===== src/hw/mem_geom_pkg.sv =====
package mem_geom_pkg;

  // the storage geometry. The bank count must stay a power of two, because the bank
  // index is taken straight from the low address bits.
  localparam int NUM_BANKS = 4;
  localparam int NUM_ROWS = 16;
  localparam int DATA_W = 16;

  localparam int BANK_W = $clog2(NUM_BANKS);
  localparam int ROW_W = $clog2(NUM_ROWS);
  localparam int ADDR_W = BANK_W + ROW_W;

  // cycles from an accepted read to rvalid.
  localparam int READ_LATENCY = 2;

  typedef logic [BANK_W-1:0] bank_t;
  typedef logic [ROW_W-1:0] row_t;
  typedef logic [ADDR_W-1:0] vaddr_t;
  typedef logic [DATA_W-1:0] word_t;

  // this records which bank's copy of a row is held in the cache row memory.
  typedef struct packed {
    logic  valid;
    bank_t owner;
  } map_entry_t;

  // these are the per-request steering controls from row_map to bank_store.
  typedef struct packed {
    logic  bank_we;
    logic  cache_we;
    logic  wb_en;
    bank_t wb_owner;
    logic  rd_cache;
  } route_t;

  function automatic bank_t addr_bank(vaddr_t addr);
    return addr[BANK_W-1:0];
  endfunction

  function automatic row_t addr_row(vaddr_t addr);
    return addr[ADDR_W-1:BANK_W];
  endfunction

endpackage


===== src/hw/ctrl_pkg.sv =====
package ctrl_pkg;

  import mem_geom_pkg::*;

  // width of the refresh interval register and of the config data bus.
  localparam int INTERVAL_W = 16;
  localparam int CFG_DATA_W = 16;

  // refresh interval loaded at reset, in clock cycles.
  localparam int RESET_INTERVAL = 64;

  typedef enum logic [1:0] {
    OP_NONE,
    OP_READ,
    OP_WRITE
  } op_e;

  typedef struct packed {
    op_e    op;
    vaddr_t vaddr;
    word_t  wdata;
  } mem_req_t;

  typedef enum logic [0:0] {
    REG_INTERVAL,
    REG_ENABLE
  } cfg_reg_e;

  typedef struct packed {
    logic                  valid;
    logic                  write;
    cfg_reg_e              register;
    logic [CFG_DATA_W-1:0] data;
  } cfg_req_t;

  // RS_PENDING means a refresh is due but is held off by a read to its bank.
  typedef enum logic {
    RS_COUNT,
    RS_PENDING
  } refr_state_e;

endpackage


===== src/hw/refresh_cfg.sv =====
module refresh_cfg
  import ctrl_pkg::*;
(
  input  logic                  clk,
  input  logic                  rst,
  input  cfg_req_t              cfg,
  output logic [CFG_DATA_W-1:0] cfg_rdata,
  output logic [INTERVAL_W-1:0] interval,
  output logic                  enable
);

  logic cfg_wr;
  logic cfg_rd;

  assign cfg_wr = cfg.valid && cfg.write;
  assign cfg_rd = cfg.valid && !cfg.write;

  // both registers take a write at the edge that accepts it.
  always_ff @(posedge clk) begin
    if (rst) begin
      interval <= INTERVAL_W'(RESET_INTERVAL);
      enable <= 1'b0;
    end else if (cfg_wr) begin
      case (cfg.register)
        REG_INTERVAL: interval <= cfg.data;
        REG_ENABLE: enable <= cfg.data[0];
        default: ;
      endcase
    end
  end

  // read-back is registered, so data shows one cycle after the read strobe.
  always_ff @(posedge clk) begin
    if (cfg_rd) begin
      case (cfg.register)
        REG_INTERVAL: cfg_rdata <= interval;
        REG_ENABLE: cfg_rdata <= {{(CFG_DATA_W-1){1'b0}}, enable};
        default: cfg_rdata <= '0;
      endcase
    end
  end

endmodule


===== src/hw/refresh_sched.sv =====
module refresh_sched
  import mem_geom_pkg::*;
  import ctrl_pkg::*;
(
  input  logic                  clk,
  input  logic                  rst,
  input  logic [INTERVAL_W-1:0] interval,
  input  logic                  enable,
  input  mem_req_t              req,
  output logic                  refr_active,
  output bank_t                 refr_bank
);

  refr_state_e           state;
  logic [INTERVAL_W-1:0] cnt;
  bank_t                 next_bank;
  logic                  run;
  logic                  cnt_hit;
  logic                  conflict;
  logic                  due;

  // a zero interval counts as disabled.
  assign run = enable && (interval != '0);

  // the >= keeps the timer sane when the interval is lowered mid-count.
  assign cnt_hit = cnt >= (interval - INTERVAL_W'(1));

  // a read to the bank we want to refresh holds the refresh off this cycle.
  assign conflict = (req.op == OP_READ) && (addr_bank(req.vaddr) == next_bank);

  assign due = (state == RS_PENDING) || ((state == RS_COUNT) && run && cnt_hit);

  assign refr_active = due && !conflict;
  assign refr_bank = next_bank;

  always_ff @(posedge clk) begin
    if (rst) begin
      state <= RS_COUNT;
      cnt <= '0;
      next_bank <= '0;
    end else begin
      case (state)
        RS_COUNT: begin
          if (!run) begin
            cnt <= '0;
          end else if (cnt_hit) begin
            cnt <= '0;
            if (conflict) begin
              state <= RS_PENDING;
            end else begin
              next_bank <= next_bank + 1'b1;
            end
          end else begin
            cnt <= cnt + 1'b1;
          end
        end
        RS_PENDING: begin
          // the counter stays at zero until the postponed refresh completes.
          if (!conflict) begin
            state <= RS_COUNT;
            next_bank <= next_bank + 1'b1;
          end
        end
        default: state <= RS_COUNT;
      endcase
    end
  end

endmodule


===== src/hw/row_map.sv =====
module row_map
  import mem_geom_pkg::*;
  import ctrl_pkg::*;
(
  input  logic     clk,
  input  logic     rst,
  input  mem_req_t req,
  input  logic     refr_active,
  input  bank_t    refr_bank,
  output route_t   route
);

  // one entry per row, telling which bank (if any) currently lives in the cache row.
  map_entry_t map_q [NUM_ROWS];

  bank_t      req_bank;
  row_t       req_row;
  map_entry_t entry;
  logic       owner_hit;
  logic       to_cache;

  assign req_bank = addr_bank(req.vaddr);
  assign req_row = addr_row(req.vaddr);
  assign entry = map_q[req_row];

  // the cache holds the live copy of this word.
  assign owner_hit = entry.valid && (entry.owner == req_bank);

  // the target bank is busy refreshing, so a write has to land in the cache.
  assign to_cache = refr_active && (refr_bank == req_bank);

  always_comb begin
    route = '0;
    route.wb_owner = entry.owner;
    case (req.op)
      OP_WRITE: begin
        if (to_cache) begin
          route.cache_we = 1'b1;
          // another bank's word is parked here. Flush it home before overwriting.
          if (entry.valid && (entry.owner != req_bank)) begin
            route.wb_en = 1'b1;
          end
        end else begin
          route.bank_we = 1'b1;
        end
      end
      OP_READ: begin
        route.rd_cache = owner_hit;
      end
      default: ;
    endcase
  end

  always_ff @(posedge clk) begin
    if (rst) begin
      for (int i = 0; i < NUM_ROWS; i++) begin
        map_q[i] <= '0;
      end
    end else if (req.op == OP_WRITE) begin
      if (route.cache_we) begin
        map_q[req_row].valid <= 1'b1;
        map_q[req_row].owner <= req_bank;
      end else if (owner_hit) begin
        // the bank now holds the newest data, so the cached copy is stale.
        map_q[req_row].valid <= 1'b0;
      end
    end
  end

endmodule


===== src/hw/bank_store.sv =====
module bank_store
  import mem_geom_pkg::*;
  import ctrl_pkg::*;
(
  input  logic     clk,
  input  mem_req_t req,
  input  route_t   route,
  output word_t    rdata,
  output logic     rvalid,
  input  logic     rst
);

  // single-ported banks plus one cache word per row.
  word_t bank_mem [NUM_BANKS][NUM_ROWS];
  word_t cache_mem [NUM_ROWS];

  bank_t req_bank;
  row_t  req_row;

  // stage one holds the read address and source.
  logic  rd_q;
  bank_t rd_bank_q;
  row_t  rd_row_q;
  logic  rd_cache_q;

  assign req_bank = addr_bank(req.vaddr);
  assign req_row = addr_row(req.vaddr);

  // a writeback always goes to a bank other than the refreshing one, and it reads the
  // cache word before this edge overwrites it.
  always_ff @(posedge clk) begin
    if (route.bank_we) begin
      bank_mem[req_bank][req_row] <= req.wdata;
    end
    if (route.cache_we) begin
      cache_mem[req_row] <= req.wdata;
    end
    if (route.wb_en) begin
      bank_mem[route.wb_owner][req_row] <= cache_mem[req_row];
    end
  end

  always_ff @(posedge clk) begin
    if (rst) begin
      rd_q <= 1'b0;
    end else begin
      rd_q <= (req.op == OP_READ);
    end
  end

  always_ff @(posedge clk) begin
    rd_bank_q <= req_bank;
    rd_row_q <= req_row;
    rd_cache_q <= route.rd_cache;
  end

  // stage two reads the selected array and raises rvalid.
  always_ff @(posedge clk) begin
    if (rst) begin
      rvalid <= 1'b0;
    end else begin
      rvalid <= rd_q;
    end
  end

  always_ff @(posedge clk) begin
    if (rd_q) begin
      rdata <= rd_cache_q ? cache_mem[rd_row_q] : bank_mem[rd_bank_q][rd_row_q];
    end
  end

endmodule


===== src/hw/edram_top.sv =====
module edram_top
  import mem_geom_pkg::*;
  import ctrl_pkg::*;
(
  input  logic                  clk,
  input  logic                  rst,
  input  mem_req_t              req,
  input  cfg_req_t              cfg,
  output word_t                 rdata,
  output logic                  rvalid,
  output logic [CFG_DATA_W-1:0] cfg_rdata,
  output logic                  refr_active,
  output bank_t                 refr_bank
);

  logic [INTERVAL_W-1:0] interval;
  logic                  enable;
  route_t                route;

  refresh_cfg u_cfg (
    .clk      (clk),
    .rst      (rst),
    .cfg      (cfg),
    .cfg_rdata(cfg_rdata),
    .interval (interval),
    .enable   (enable)
  );

  refresh_sched u_sched (
    .clk        (clk),
    .rst        (rst),
    .interval   (interval),
    .enable     (enable),
    .req        (req),
    .refr_active(refr_active),
    .refr_bank  (refr_bank)
  );

  row_map u_map (
    .clk        (clk),
    .rst        (rst),
    .req        (req),
    .refr_active(refr_active),
    .refr_bank  (refr_bank),
    .route      (route)
  );

  bank_store u_store (
    .clk   (clk),
    .req   (req),
    .route (route),
    .rdata (rdata),
    .rvalid(rvalid),
    .rst   (rst)
  );

endmodule


===== config.mk =====
export PLATFORM = sky130hd
export DESIGN_NAME = edram_top
export DESIGN_NICKNAME = d
export VERILOG_FILES = /design/src/hw/mem_geom_pkg.sv /design/src/hw/ctrl_pkg.sv /design/src/hw/refresh_cfg.sv /design/src/hw/refresh_sched.sv /design/src/hw/row_map.sv /design/src/hw/bank_store.sv /design/src/hw/edram_top.sv
export SDC_FILE = /design/constraint.sdc
export NUM_CORES = 1
export LEC_CHECK = 0
export BUFFER_PORTS_ARGS = -buffer_cell sky130_fd_sc_hd__buf_2
export CORE_MARGIN = 1
export CORE_UTILIZATION = 55
export DETAILED_ROUTE_END_ITERATION = 8
export PLACE_DENSITY = 0.76
export REMOVE_ABC_BUFFERS = 1
export SLEW_MARGIN = 10
export SYNTH_ARGS = -nofsm -noshare
export SYNTH_HDL_FRONTEND = slang
export SYNTH_SLANG_ARGS = --single-unit
export TNS_END_PERCENT = 10

===== constraint.sdc =====
create_clock -name clk -period 5.23 [get_ports clk]
set_clock_uncertainty 0.15 [all_clocks]
set_input_delay 1.046 -clock clk [delete_from_list [all_inputs] [get_ports clk]]
set_output_delay 1.046 -clock clk [all_outputs]
set_load 0.1 [all_outputs]

Word-level counts from Yosys, hierarchy flattened. Memory sizes are Yosys's and may differ from the RTL's. A register that Yosys moved wholly into a read port is not among the register bits. Cells that the tools add are included.

Memories kept: 3. Flip-flop bits (word level): 75. Memory bits (writable): 1328. Word-level logic and storage cells: 98. Output and inout port bits: 36. Input port bits: 45.

Eq/ne operators: 8. Bitwise logic cells: 5. Muxes and demuxes: 44. Order comparisons: 4. Reduce and logical (&&, ||, !) cells: 20. $add $sub $neg: 3.

Memories: u_store.bank_mem (words 4, bits a word 256, read ports 1, clocked after memory_dff 1, write ports 1, RTL line bank_store.sv:14) `word_t bank_mem [NUM_BANKS][NUM_ROWS];`; u_store.cache_mem (words 16, bits a word 16, read ports 2, clocked after memory_dff 1, write ports 1, RTL line bank_store.sv:15) `word_t cache_mem [NUM_ROWS];`; u_map.map_q (words 16, bits a word 3, read ports 1, clocked after memory_dff 0, write ports 16, RTL line row_map.sv:14) `map_entry_t map_q [NUM_ROWS];`.

Operator list (count): $mux W256 (4); $reduce_or A256 Y1 (1); $mux W16 (6); $bmux W16 S4 (1); $demux W16 S4 (1); $pmux W16 S2 (1); $mux W1 (20); $add A16 B1 Y16 const B (1); $ge A16 B16 Y1 (1); $reduce_bool A16 Y1 (1); $sub A16 B1 Y16 const B (1); $mux W2 (6); $logic_and A1 B1 Y1 (11); $ge A5 B5 Y1 const B (2); $not A4 Y5 (2); $eq A2 B2 Y1 (3); $mux W3 (2); $reduce_and A2 Y1 (3); $lt A5 B1 Y1 const B (1); $mux W4 (1); $ne A2 B1 Y1 const B (2); $pmux W2 S2 (1); $reduce_or A3 Y1 (1); $add A2 B1 Y2 const B (1); other kinds (8) (10).

Depth between registers and ports, before layout. Gate-level depths: netlist of the first run.

Depth after elaboration: 16. Depth in mapped cells: 19. Depth with buffers taken out: 15.

By module. A second synthesis of the first run with hierarchy kept.

Cells, all modules: 4214. Area, all modules: 71588.7 sq um.

By module, submodules not included: bank_store (area an instance 65806.9 sq um, instances 1, seq. area each 39097.5 sq um, cells each 3674); row_map (area an instance 2780.2 sq um, instances 1, seq. area each 1441.4 sq um, cells each 231); refresh_sched (area an instance 1625.3 sq um, instances 1, seq. area each 380.4 sq um, cells each 201); refresh_cfg (area an instance 1376.3 sq um, instances 1, seq. area each 820.8 sq um, cells each 108).

Worst setup path after synthesis of the first run. No wires, ideal clock.

Path kind: reg-to-reg. Start: register u_cfg.interval[2]. End: memory u_store.bank_mem[0][0] (netlist name) (enable). Buffers on the path: 3. Setup time: 0.394 ns. Path slack: 0.099 ns. Required time: 4.686 ns. Stages on the path, launching flop included: 19. Clock period less this slack: 5.131 ns. Arrival time: 4.587 ns. Cells stage by stage: dfxtp_1 > or3_1 > nor3_1 > nand2b_1 > nor3b_1 > nand2b_1 > nor2_1 > xnor2_1 > ha_1 > and4_1 > a311oi_1 > o21ai_0 > a221o_1 > clkbuf_1 > and4_1 > buf_6 > a211o_1 > buf_2 > a21oi_1.

Cells in the longest elaborated chain, start to end: 13. Elaborated cells between the ends (all ways): 19. Those cells by class: add/sub: 1; order compare: 1; mux: 9; reduce/logical: 8.

RTL lines: start, declared (RTL line refresh_cfg.sv:8) `output logic [INTERVAL_W-1:0] interval,`; start signal, assigned (RTL line refresh_cfg.sv:21) `interval <= INTERVAL_W'(RESET_INTERVAL);`; start signal, assigned (RTL line refresh_cfg.sv:25) `REG_INTERVAL: interval <= cfg.data;`; parallel branches: the longest is 3 deep, another holds $sub A16 B1 Y16; $logic_and A1 B1 Y1 * (RTL line refresh_sched.sv:31) `assign due = (state == RS_PENDING) || ((state == RS_COUNT) && run && cnt_hit);`; $logic_or A1 B1 Y1 * (RTL line refresh_sched.sv:31); $logic_and A1 B1 Y1 * (RTL line refresh_sched.sv:33) `assign refr_active = due && !conflict;`; $logic_and A1 B1 Y1 * (RTL line row_map.sv:30) `assign to_cache = refr_active && (refr_bank == req_bank);`; $mux W2 (RTL line row_map.sv:37) `if (to_cache) begin`; $mux W3 * (RTL line row_map.sv:35) `case (req.op)`; $mux W1 (RTL line bank_store.sv:38) `if (route.wb_en) begin`; $mux W256 (not written as such) (RTL line bank_store.sv:39) `bank_mem[route.wb_owner][req_row] <= cache_mem[req_row];`; $reduce_or A256 Y1 (no line); $mux W2 (no line) / $mux W256 (equally long branches); end, declared (RTL line bank_store.sv:14).

Mark *: on every way between the ends.

Final worst setup path of the first run.
Start: register u_cfg.interval[4]. End: output port refr_active.

Cells in the longest elaborated chain, start to end: 6. Elaborated cells between the ends (all ways): 8. Those cells by class: add/sub: 1; order compare: 1; reduce/logical: 6.

RTL lines: parallel branches: the longest is 3 deep, another holds $sub A16 B1 Y16; $logic_and A1 B1 Y1 * (RTL line refresh_sched.sv:31); $logic_or A1 B1 Y1 * (RTL line refresh_sched.sv:31); $logic_and A1 B1 Y1 * (RTL line refresh_sched.sv:33); end, declared (RTL line edram_top.sv:12) `output logic refr_active,`.

Marks and branches as above.

==> impl_results.md, run 1 <==
- Outcome: complete, no violations
- # H-tree levels: 4
- Drt drc: 0
- Vias in the first global route: 29600
- Flop pwr share: 0.530
- Worst path arrival time: 3.99 ns
- CP max stage delay: 0.42 ns
- Die X: 325 um
- Final setup vio count: 0
- Leading area contributor after synthesis: edfxtp_1
- Final worst slack: 0.0474 ns
- CP Buf/Inv Count: 2
- Cells along the critical path: or3_4 -> nor3_4 -> nand2b_1 -> nor3b_2 -> nand2b_1 -> nor2_2 -> xnor2_1 -> ha_1 -> and4_4 -> a311oi_2 -> o21ai_1 -> a221o_1 -> buf_6 -> and3_4 -> buf_12
- Hold Crit Class: reg -> reg
- Top_reg_cell synth: edfxtp_1
- Layout cells sized above 1: 0.366
- Yosys synthesis warning count: 0
- Logic pwr share: 0.061
- Slew HR: 0.244
- Maximum VDD drop: 246 uV
- Die Ht: 325 um
- Max stage delay cell, worst path: or3_4
- Die area: 105000 um^2
- Remaining Overflow, GRT: 0
- First-pass GRT wire length: 210000 um
- P_sw: 0.00514 W
- Num ports: 81
- Hold Slack: 0.361 ns
- Port Buffers: 80
- Cts-stage hold buffer count: 0
- Row Count: 117
- Post-Syn Instances: 2610
- Post-layout min period: 5.18 ns
- Setup WS pre-CTS: 0.0231 ns
- Fraction of synthesized cell area taken by the top area cell type: 0.714
- Sequential area share after synthesis: 0.730
- Int Pwr: 0.0184 W
- Longest Clk Path Bufs: 3
- Nets: 2903
- DRT antenna net count: 0
- GRT Resource Usage Total: 0.279
- DP HPWL: 85800 um
- Worst-path maximum fanout: 9
- Netlist Area Pre-Place: 57200 um^2
- Final Hold Viols: 0
- WL/cell: 33.5 um
- Area Growth Syn to Fin: 13.7%
- CP dominant cell by count: nand2b_1
- Max_cap viols: 0
- CP Capture Type: primary output
- Async SR Flop Fraction: 0
- Synth top area cells: edfxtp_1 71%, mux4_2 20%, dfxtp_1 1.6%, a21oi_1 0.72%, clkbuf_1 0.58%
- RSZ-0062 raised after global routing: yes
- Total number of vias: 29400
- Initial DRC Count: 3867
- Switching Fraction: 0.218
- Largest net degree at the start of global routing: 66
- Initial core utilization: 0.558
- Period utilization: 0.991
- Initial antenna violation count: 12
- Clock sinks: 1405
- RePlAce Congestion: 0.900
- Startpoint types: register
- Total Wirelength: 145000 um
- Clock-pin slew of the registers on the worst-case setup and hold paths: 0.06 ns
- Unique masters post-synth: 53
- Peak Freq: 193 MHz
- Worst-Skew Late Latency: 0.76 ns
- CTS tree: done
- Drt pass-1 iters: 6
- Core box area: 102000 um^2
- Setup CP Type: reg -> out
- Pleak: 20.6 nW
- Slew @ Worst Pin: 1.13 ns
- Syn_area_per_cell: 21.9 um^2
- Root buffer cell: clkbuf_16
- Vias/cell: 6.82
- Max-slew violations: 0
- Number of synthesized flops with an enable pin: 1360
- Critical Path RT: 4.03 ns
- Number of synthesized register bits: 1405
- Clock share of power: 0.409
- CTS buffer count: 138
- CP top delay family: simple AND/OR/NAND/NOR gates
- Pwr Density: 361 nW/um^2
-- sequential cells by signal, summed over array words and instances, names as in the netlist, 2 cells and up, named ones only --
name,cells
u_store.rd_row_q,4
u_store.bank_mem,1024
u_store.rdata,16
u_map.map_q,48
u_sched.cnt,16
u_store.cache_mem,256
u_cfg.cfg_rdata,16
u_sched.refr_bank,2
u_cfg.interval,16
-- repair_timing --
item                                    in CTS  in global routing
endpoints found under the hold margin        0                  0
buffers inserted                             5                  2
gates resized for setup                     16                  4
pin swaps                                   11                  4
endpoints found under the setup margin      24                  1
-- per-layer routing --
metal / vias up / global-route usage / part of all wire
met5: - / 0 / 0.00073
met4: 16 / 0.112 / 0.041
met3: 316 / 0.0645 / 0.11
met2: 2044 / 0.436 / 0.48
met1: 15500 / 0.386 / 0.37
li1: 11500 / - / -
-- cell type report --
type / instances / area, um^2
multi-input cells: 1022 / 14900
fillers: 6417 / 37400
clock buffers: 170 / 3630
diodes: 3 / 7.51
flip-flops and latches: 1405 / 41800
repair buffers: 251 / 2250
inverters: 22 / 82.6
clock inverters: 73 / 696
well taps: 1368 / 1710
-- worst register-to-register path, cell delays in order, from the launching register on --
cell      delay, ns
dfxtp_2        0.34
or3_4          0.42
nor3_4         0.16
nand2b_1       0.11
nor3b_2        0.21
nand2b_1       0.14
nor2_2         0.14
xnor2_1        0.10
ha_1           0.32
and4_4         0.23
buf_4          0.11
nand4_1        0.09
nor2_1         0.10
a221o_1        0.19
buf_4          0.11
and4_1         0.33
and2_1         0.21
buf_4          0.28
mux2_4         0.78
-- cells in the mapped netlist, types with 2 or more instances --
master    count
or2_2         5
a22oi_1       4
o21bai_1     14
or3_1         3
mux4_2      508
o211ai_1      3
o21ai_0      24
a31oi_1       2
buf_6         7
a21o_1        3
mux2i_1       5
nand4_1       3
and4_1        4
a311oi_1      8
nand2_1      88
xor2_1        6
mux2_4       10
a21oi_1      82
or4_1         2
xnor2_1      17
and3_1        4
o31ai_1       2
a41oi_1       3
nor2_1       69
and2_1        8
nor3_1       14
ha_1         18
inv_1        22
o311a_1       4
nor2b_1      23
buf_4         7
nor4_1        6
a211o_1       4
buf_1        19
mux2_2       23
nand2b_1      7
clkbuf_1     89
a21oi_2      10
buf_2        38
nand3_1      26
dfxtp_1      45
edfxtp_1   1360
-- through the flow --
stage,cell area (um^2),instances,utilization,TNS (ns),power (W)
floorplan,56500,2449,-,-130.64,0.0137
global placement,60600,4061,0.591,0,0.0141
detailed placement,60600,4061,0.591,0,0.0141
CTS,65000,4309,0.635,0,0.0236
global route,65100,4312,0.635,-0.125,0.0241
finish,65100,4314,0.635,0,0.0235
-- placed cells by master (no fill, tap or decap), drive strengths merged, types with 17 or more instances in the layout --
cell type and instances:
edfxtp 1360, nand2 89, a21oi 92, nand3 26, nor2b 23, ha 18, dfxtp 45, xnor2 17
clkinv 51, inv 32, nor2 69, clkbuf 170, mux2 33, mux4 508, buf 251, o21ai 24
-- power groups by stage --
| stage | combinational [W] | clock (W) | sequential [W] |
|---|---|---|---|
| detailed placement | 0.00141 | 0 | 0.0127 |
| floorplan | 0.000849 | 0 | 0.0128 |
| global placement | 0.00137 | 0 | 0.0127 |
| finish | 0.00144 | 0.00961 | 0.0125 |
| global route | 0.00150 | 0.0101 | 0.0125 |
| CTS | 0.00143 | 0.00969 | 0.0125 |
-- kinds of logic after synthesis --
family | count (synthesis) | synth area share
DFF | 1405 | 0.730
muxes | 546 | 0.208
and+or+nand+nor | 266 | 0.0222
buffers and inverters | 183 | 0.0142
AOI/OAI and AO/OA | 169 | 0.0186
xor gates and xnor gates | 23 | 0.00352
adders and majority gates | 18 | 0.00394
-- path summary, 6_finish.rpt --
kind                                       start                               end  slack [ns]  cells past startpoint
setup / recovery  u_cfg.interval[4]$_SDFFE_PP0P_                       refr_active        0.05                     15
hold / removal      u_sched.cnt[15]$_SDFFE_PP0N_      u_sched.cnt[15]$_SDFFE_PP0N_        0.36                      1
setup reg to reg  u_cfg.interval[4]$_SDFFE_PP0P_  u_store.bank_mem[1][9]$_DFFE_PP_        0.32                     18
hold reg to reg     u_sched.cnt[15]$_SDFFE_PP0N_      u_sched.cnt[15]$_SDFFE_PP0N_        0.36                      1
Note: power is estimated with default switching activity, not from simulation.
==> run 2, diff against run 1 <==
==> constraint.sdc (replaced) <==
create_clock -name clk -period 5.23 [get_ports clk]
set_clock_uncertainty 0.15 [all_clocks]
set_input_delay 1.046 -clock clk [delete_from_list [all_inputs] [get_ports clk]]
set_output_delay 1.046 -clock clk [all_outputs]
set_load 0.01 [all_outputs]
==> impl_results.md, run 2 (synthesized netlist as in run 1, its figures left out) <==
- Area Growth Syn to Fin: 13.8% (was 13.7%)
- WL/cell: 34.0 um (was 33.5 um)
- First-pass GRT wire length: 212000 um (was 210000 um)
- Initial DRC Count: 3963 (was 3867)
- R2R depth: 19 (was 18)
- Die Ht: 325 um (unchanged)
- Placed cell count: 4056 (was 4061)
- Initial core utilization: 0.558 (unchanged)
- Num ports: 81 (unchanged)
- Layout cells sized above 1: 0.367 (was 0.366)
- Post-layout min period: 5.10 ns (was 5.18 ns)
- Most frequent cells in the layout: 1360 x edfxtp_1, 508 x mux4_2, 144 x clkbuf_16 (was 1360 x edfxtp_1, 508 x mux4_2, 140 x clkbuf_16)
- CP Capture Type: primary output (unchanged)
- Hold Path Cell Cnt: 2 (was 1)
- # H-tree levels: 4 (unchanged)
- CTS buffer count: 139 (was 138)
- Nets: 2898 (was 2903)
- Max_cap viols: 0 (unchanged)
- Placed Area: 60600 um^2 (about the same)
- Row Count: 117 (unchanged)
- Cts-stage hold buffer count: 0 (unchanged)
- Worst-Skew Late Latency: 0.77 ns (was 0.76 ns)
- Most Crowded Layer GR: met2 (unchanged)
- Worst Setup SP: u_cfg.interval[4]$_SDFFE_PP0P_ (unchanged)
- Reg2reg start: u_cfg.interval[4]$_SDFFE_PP0P_ (unchanged)
- Root buffer cell: clkbuf_16 (unchanged)
- DP HPWL: 86600 um (was 85800 um)
- Pwr Density: 361 nW/um^2 (about the same)
- Finished Cell Area: 65100 um^2 (about the same)
- Peak Freq: 196 MHz (was 193 MHz)
- Largest net degree at the start of global routing: 79 (was 66)
- Hold Crit Class: reg -> reg (unchanged)
- Final setup vio count: 0 (unchanged)
- Drt drc: 0 (unchanged)
- Final Hold Viols: 0 (unchanged)
- Maximum VDD drop: 298 uV (was 246 uV)
- Worst-path maximum fanout: 4 (was 9)
- Setup CP Type: reg -> out (unchanged)
- Commonest non-fill, non-tap cell in the layout: edfxtp_1 (unchanged)
- GRT Resource Usage Total: 0.282 (was 0.279)
- Die X: 325 um (unchanged)
- Die area: 105000 um^2 (unchanged)
- RePlAce Congestion: 0.908 (was 0.900)
- Total number of vias: 29500 (was 29400)
- Longest Clk Path Bufs: 3 (unchanged)
- Drt pass-1 iters: 5 (was 6)
- Max-slew violations: 0 (unchanged)
- Initial antenna violation count: 10 (was 12)
- Met2 Usage GRT: 0.438 (was 0.436)
- Clock sinks: 1405 (unchanged)
- Startpoint types: register (unchanged)
- Post-Route Utilization: 0.635 (about the same)
- CTS tree: done (unchanged)
- Worst path arrival time: 3.90 ns (was 3.99 ns)
- Core box area: 102000 um^2 (unchanged)
- Pleak: 20.6 nW (about the same)
- Vias in the first global route: 29800 (was 29600)
- Remaining Overflow, GRT: 0 (unchanged)
- Top reg by flops: u_store.bank_mem (unchanged)
- GR Layer Usage met1: 0.388 (was 0.386)
- DRT antenna net count: 0 (unchanged)
- Critical Path RT: 4.03 ns (about the same)
- Filler cell count: 6493 (was 6417)
- Largest regs: u_store.bank_mem x1024, u_store.cache_mem x256, u_map.map_q x48 (unchanged)
- Total Wirelength: 146000 um (was 145000 um)
- Finished Layout Cells: 4314 (unchanged)
- GR Util met3: 0.0692 (was 0.0645)
- Period utilization: 0.974 (was 0.991)
- Flop2flop setup slack: 0.28 ns (was 0.32 ns)
- Worst setup path endpoint: refr_active (unchanged)
- Slew HR: 0.235 (was 0.244)
- Port Buffers: 80 (unchanged)
- Max reg flops: 1024 (unchanged)
- Vias/cell: 6.84 (was 6.82)
- Clock-pin slew of the registers on the worst-case setup and hold paths: 0.06 ns (about the same)
- Outcome: complete, no violations (unchanged)
- Slew @ Worst Pin: 1.15 ns (was 1.13 ns)
- R2R Path End: u_store.bank_mem[3][127]$_DFFE_PP_ (was u_store.bank_mem[1][9]$_DFFE_PP_)
-- run 2: cell count changes in the layout (fill, tap and decap cells not counted), sizes merged --
cell,delta
inv,-3
clkinvlp,+1
bufinv,-3
clkinv,+3
buf,-6
diode,+2
clkbuf,+6
-- run 2: worst min-delay path by stage --
stage / startpoint / to / slack (ns)
final: u_cfg.interval[2]$_SDFFE_PP0P_ / u_cfg.interval[2]$_SDFFE_PP0P_ / 0.36
after floorplan: u_sched.cnt[15]$_SDFFE_PP0N_ / u_sched.cnt[15]$_SDFFE_PP0N_ / 0.30
after global placement: u_cfg.interval[1]$_SDFFE_PP0P_ / u_cfg.interval[1]$_SDFFE_PP0P_ / 0.33
after global routing: cfg[6] / u_cfg.interval[6]$_SDFFE_PP1P_ / 0.36
after CTS: cfg[6] / u_cfg.interval[6]$_SDFFE_PP1P_ / 0.33
after detailed placement: u_cfg.interval[1]$_SDFFE_PP0P_ / u_cfg.interval[1]$_SDFFE_PP0P_ / 0.35
-- run 2: cell type report --
class                           count  area (um^2)  share of cell area
Clock buffer                      176         3730              0.0574
Timing Repair Buffer              245         2210              0.0340
Tap cell                         1368         1710              0.0263
Sequential cell                  1405        41800               0.642
Multi-Input combinational cell   1022        14900               0.230
Inverter                           22         82.6             0.00127
Clock inverter                     71          624             0.00959
Antenna cell                        5         12.5            0.000192
-- run 2: critical path, stage by stage (launching register included) --
cell and delay (ns):
dfxtp_4 0.36, or3_4 0.42, nor3_4 0.13, nand2b_1 0.12, nor3b_2 0.22, nand2b_1 0.13, nor2_2 0.12, xnor2_1 0.15
ha_1 0.28, and4_4 0.20, a311oi_2 0.19, o21ai_1 0.10, a221o_1 0.30, buf_6 0.13, and3_4 0.15, buf_2 0.13
-- run 2: what timing repair did --
| action | CTS | global route |
|---|---|---|
| pin swaps | 6 | 6 |
| setup endpoints to repair | 1 | 1 |
| endpoints found under the hold margin | 0 | 0 |
| buffers inserted | 4 | 2 |
| gates resized for setup | 8 | 11 |
-- run 2: stage by stage --
stage                     setup slack [ns]  total power, W  hold WS [ns]  setup TNS, ns
after floorplan                      -7.48          0.0136         0.299        -130.64
after global placement              0.0708          0.0140         0.330              0
after detailed placement           -0.0356          0.0140         0.350          -4.11
after CTS                           0.0304          0.0236         0.334              0
after global routing               -0.0130          0.0240         0.365        -0.0130
final                                0.134          0.0235         0.361              0
-- run 2: metal layers --
layer | vias up | share of wire
met1 | 15600 | 0.36
met4 | 10 | 0.044
met3 | 341 | 0.11
li1 | 11500 | -
met2 | 2065 | 0.48
met5 | - | 0.00047
-- run 2: power by group --
part           internal [W]  switching [W]
clock               0.00539        0.00427
combinational      0.000566       0.000799
sequential           0.0124      0.0000780
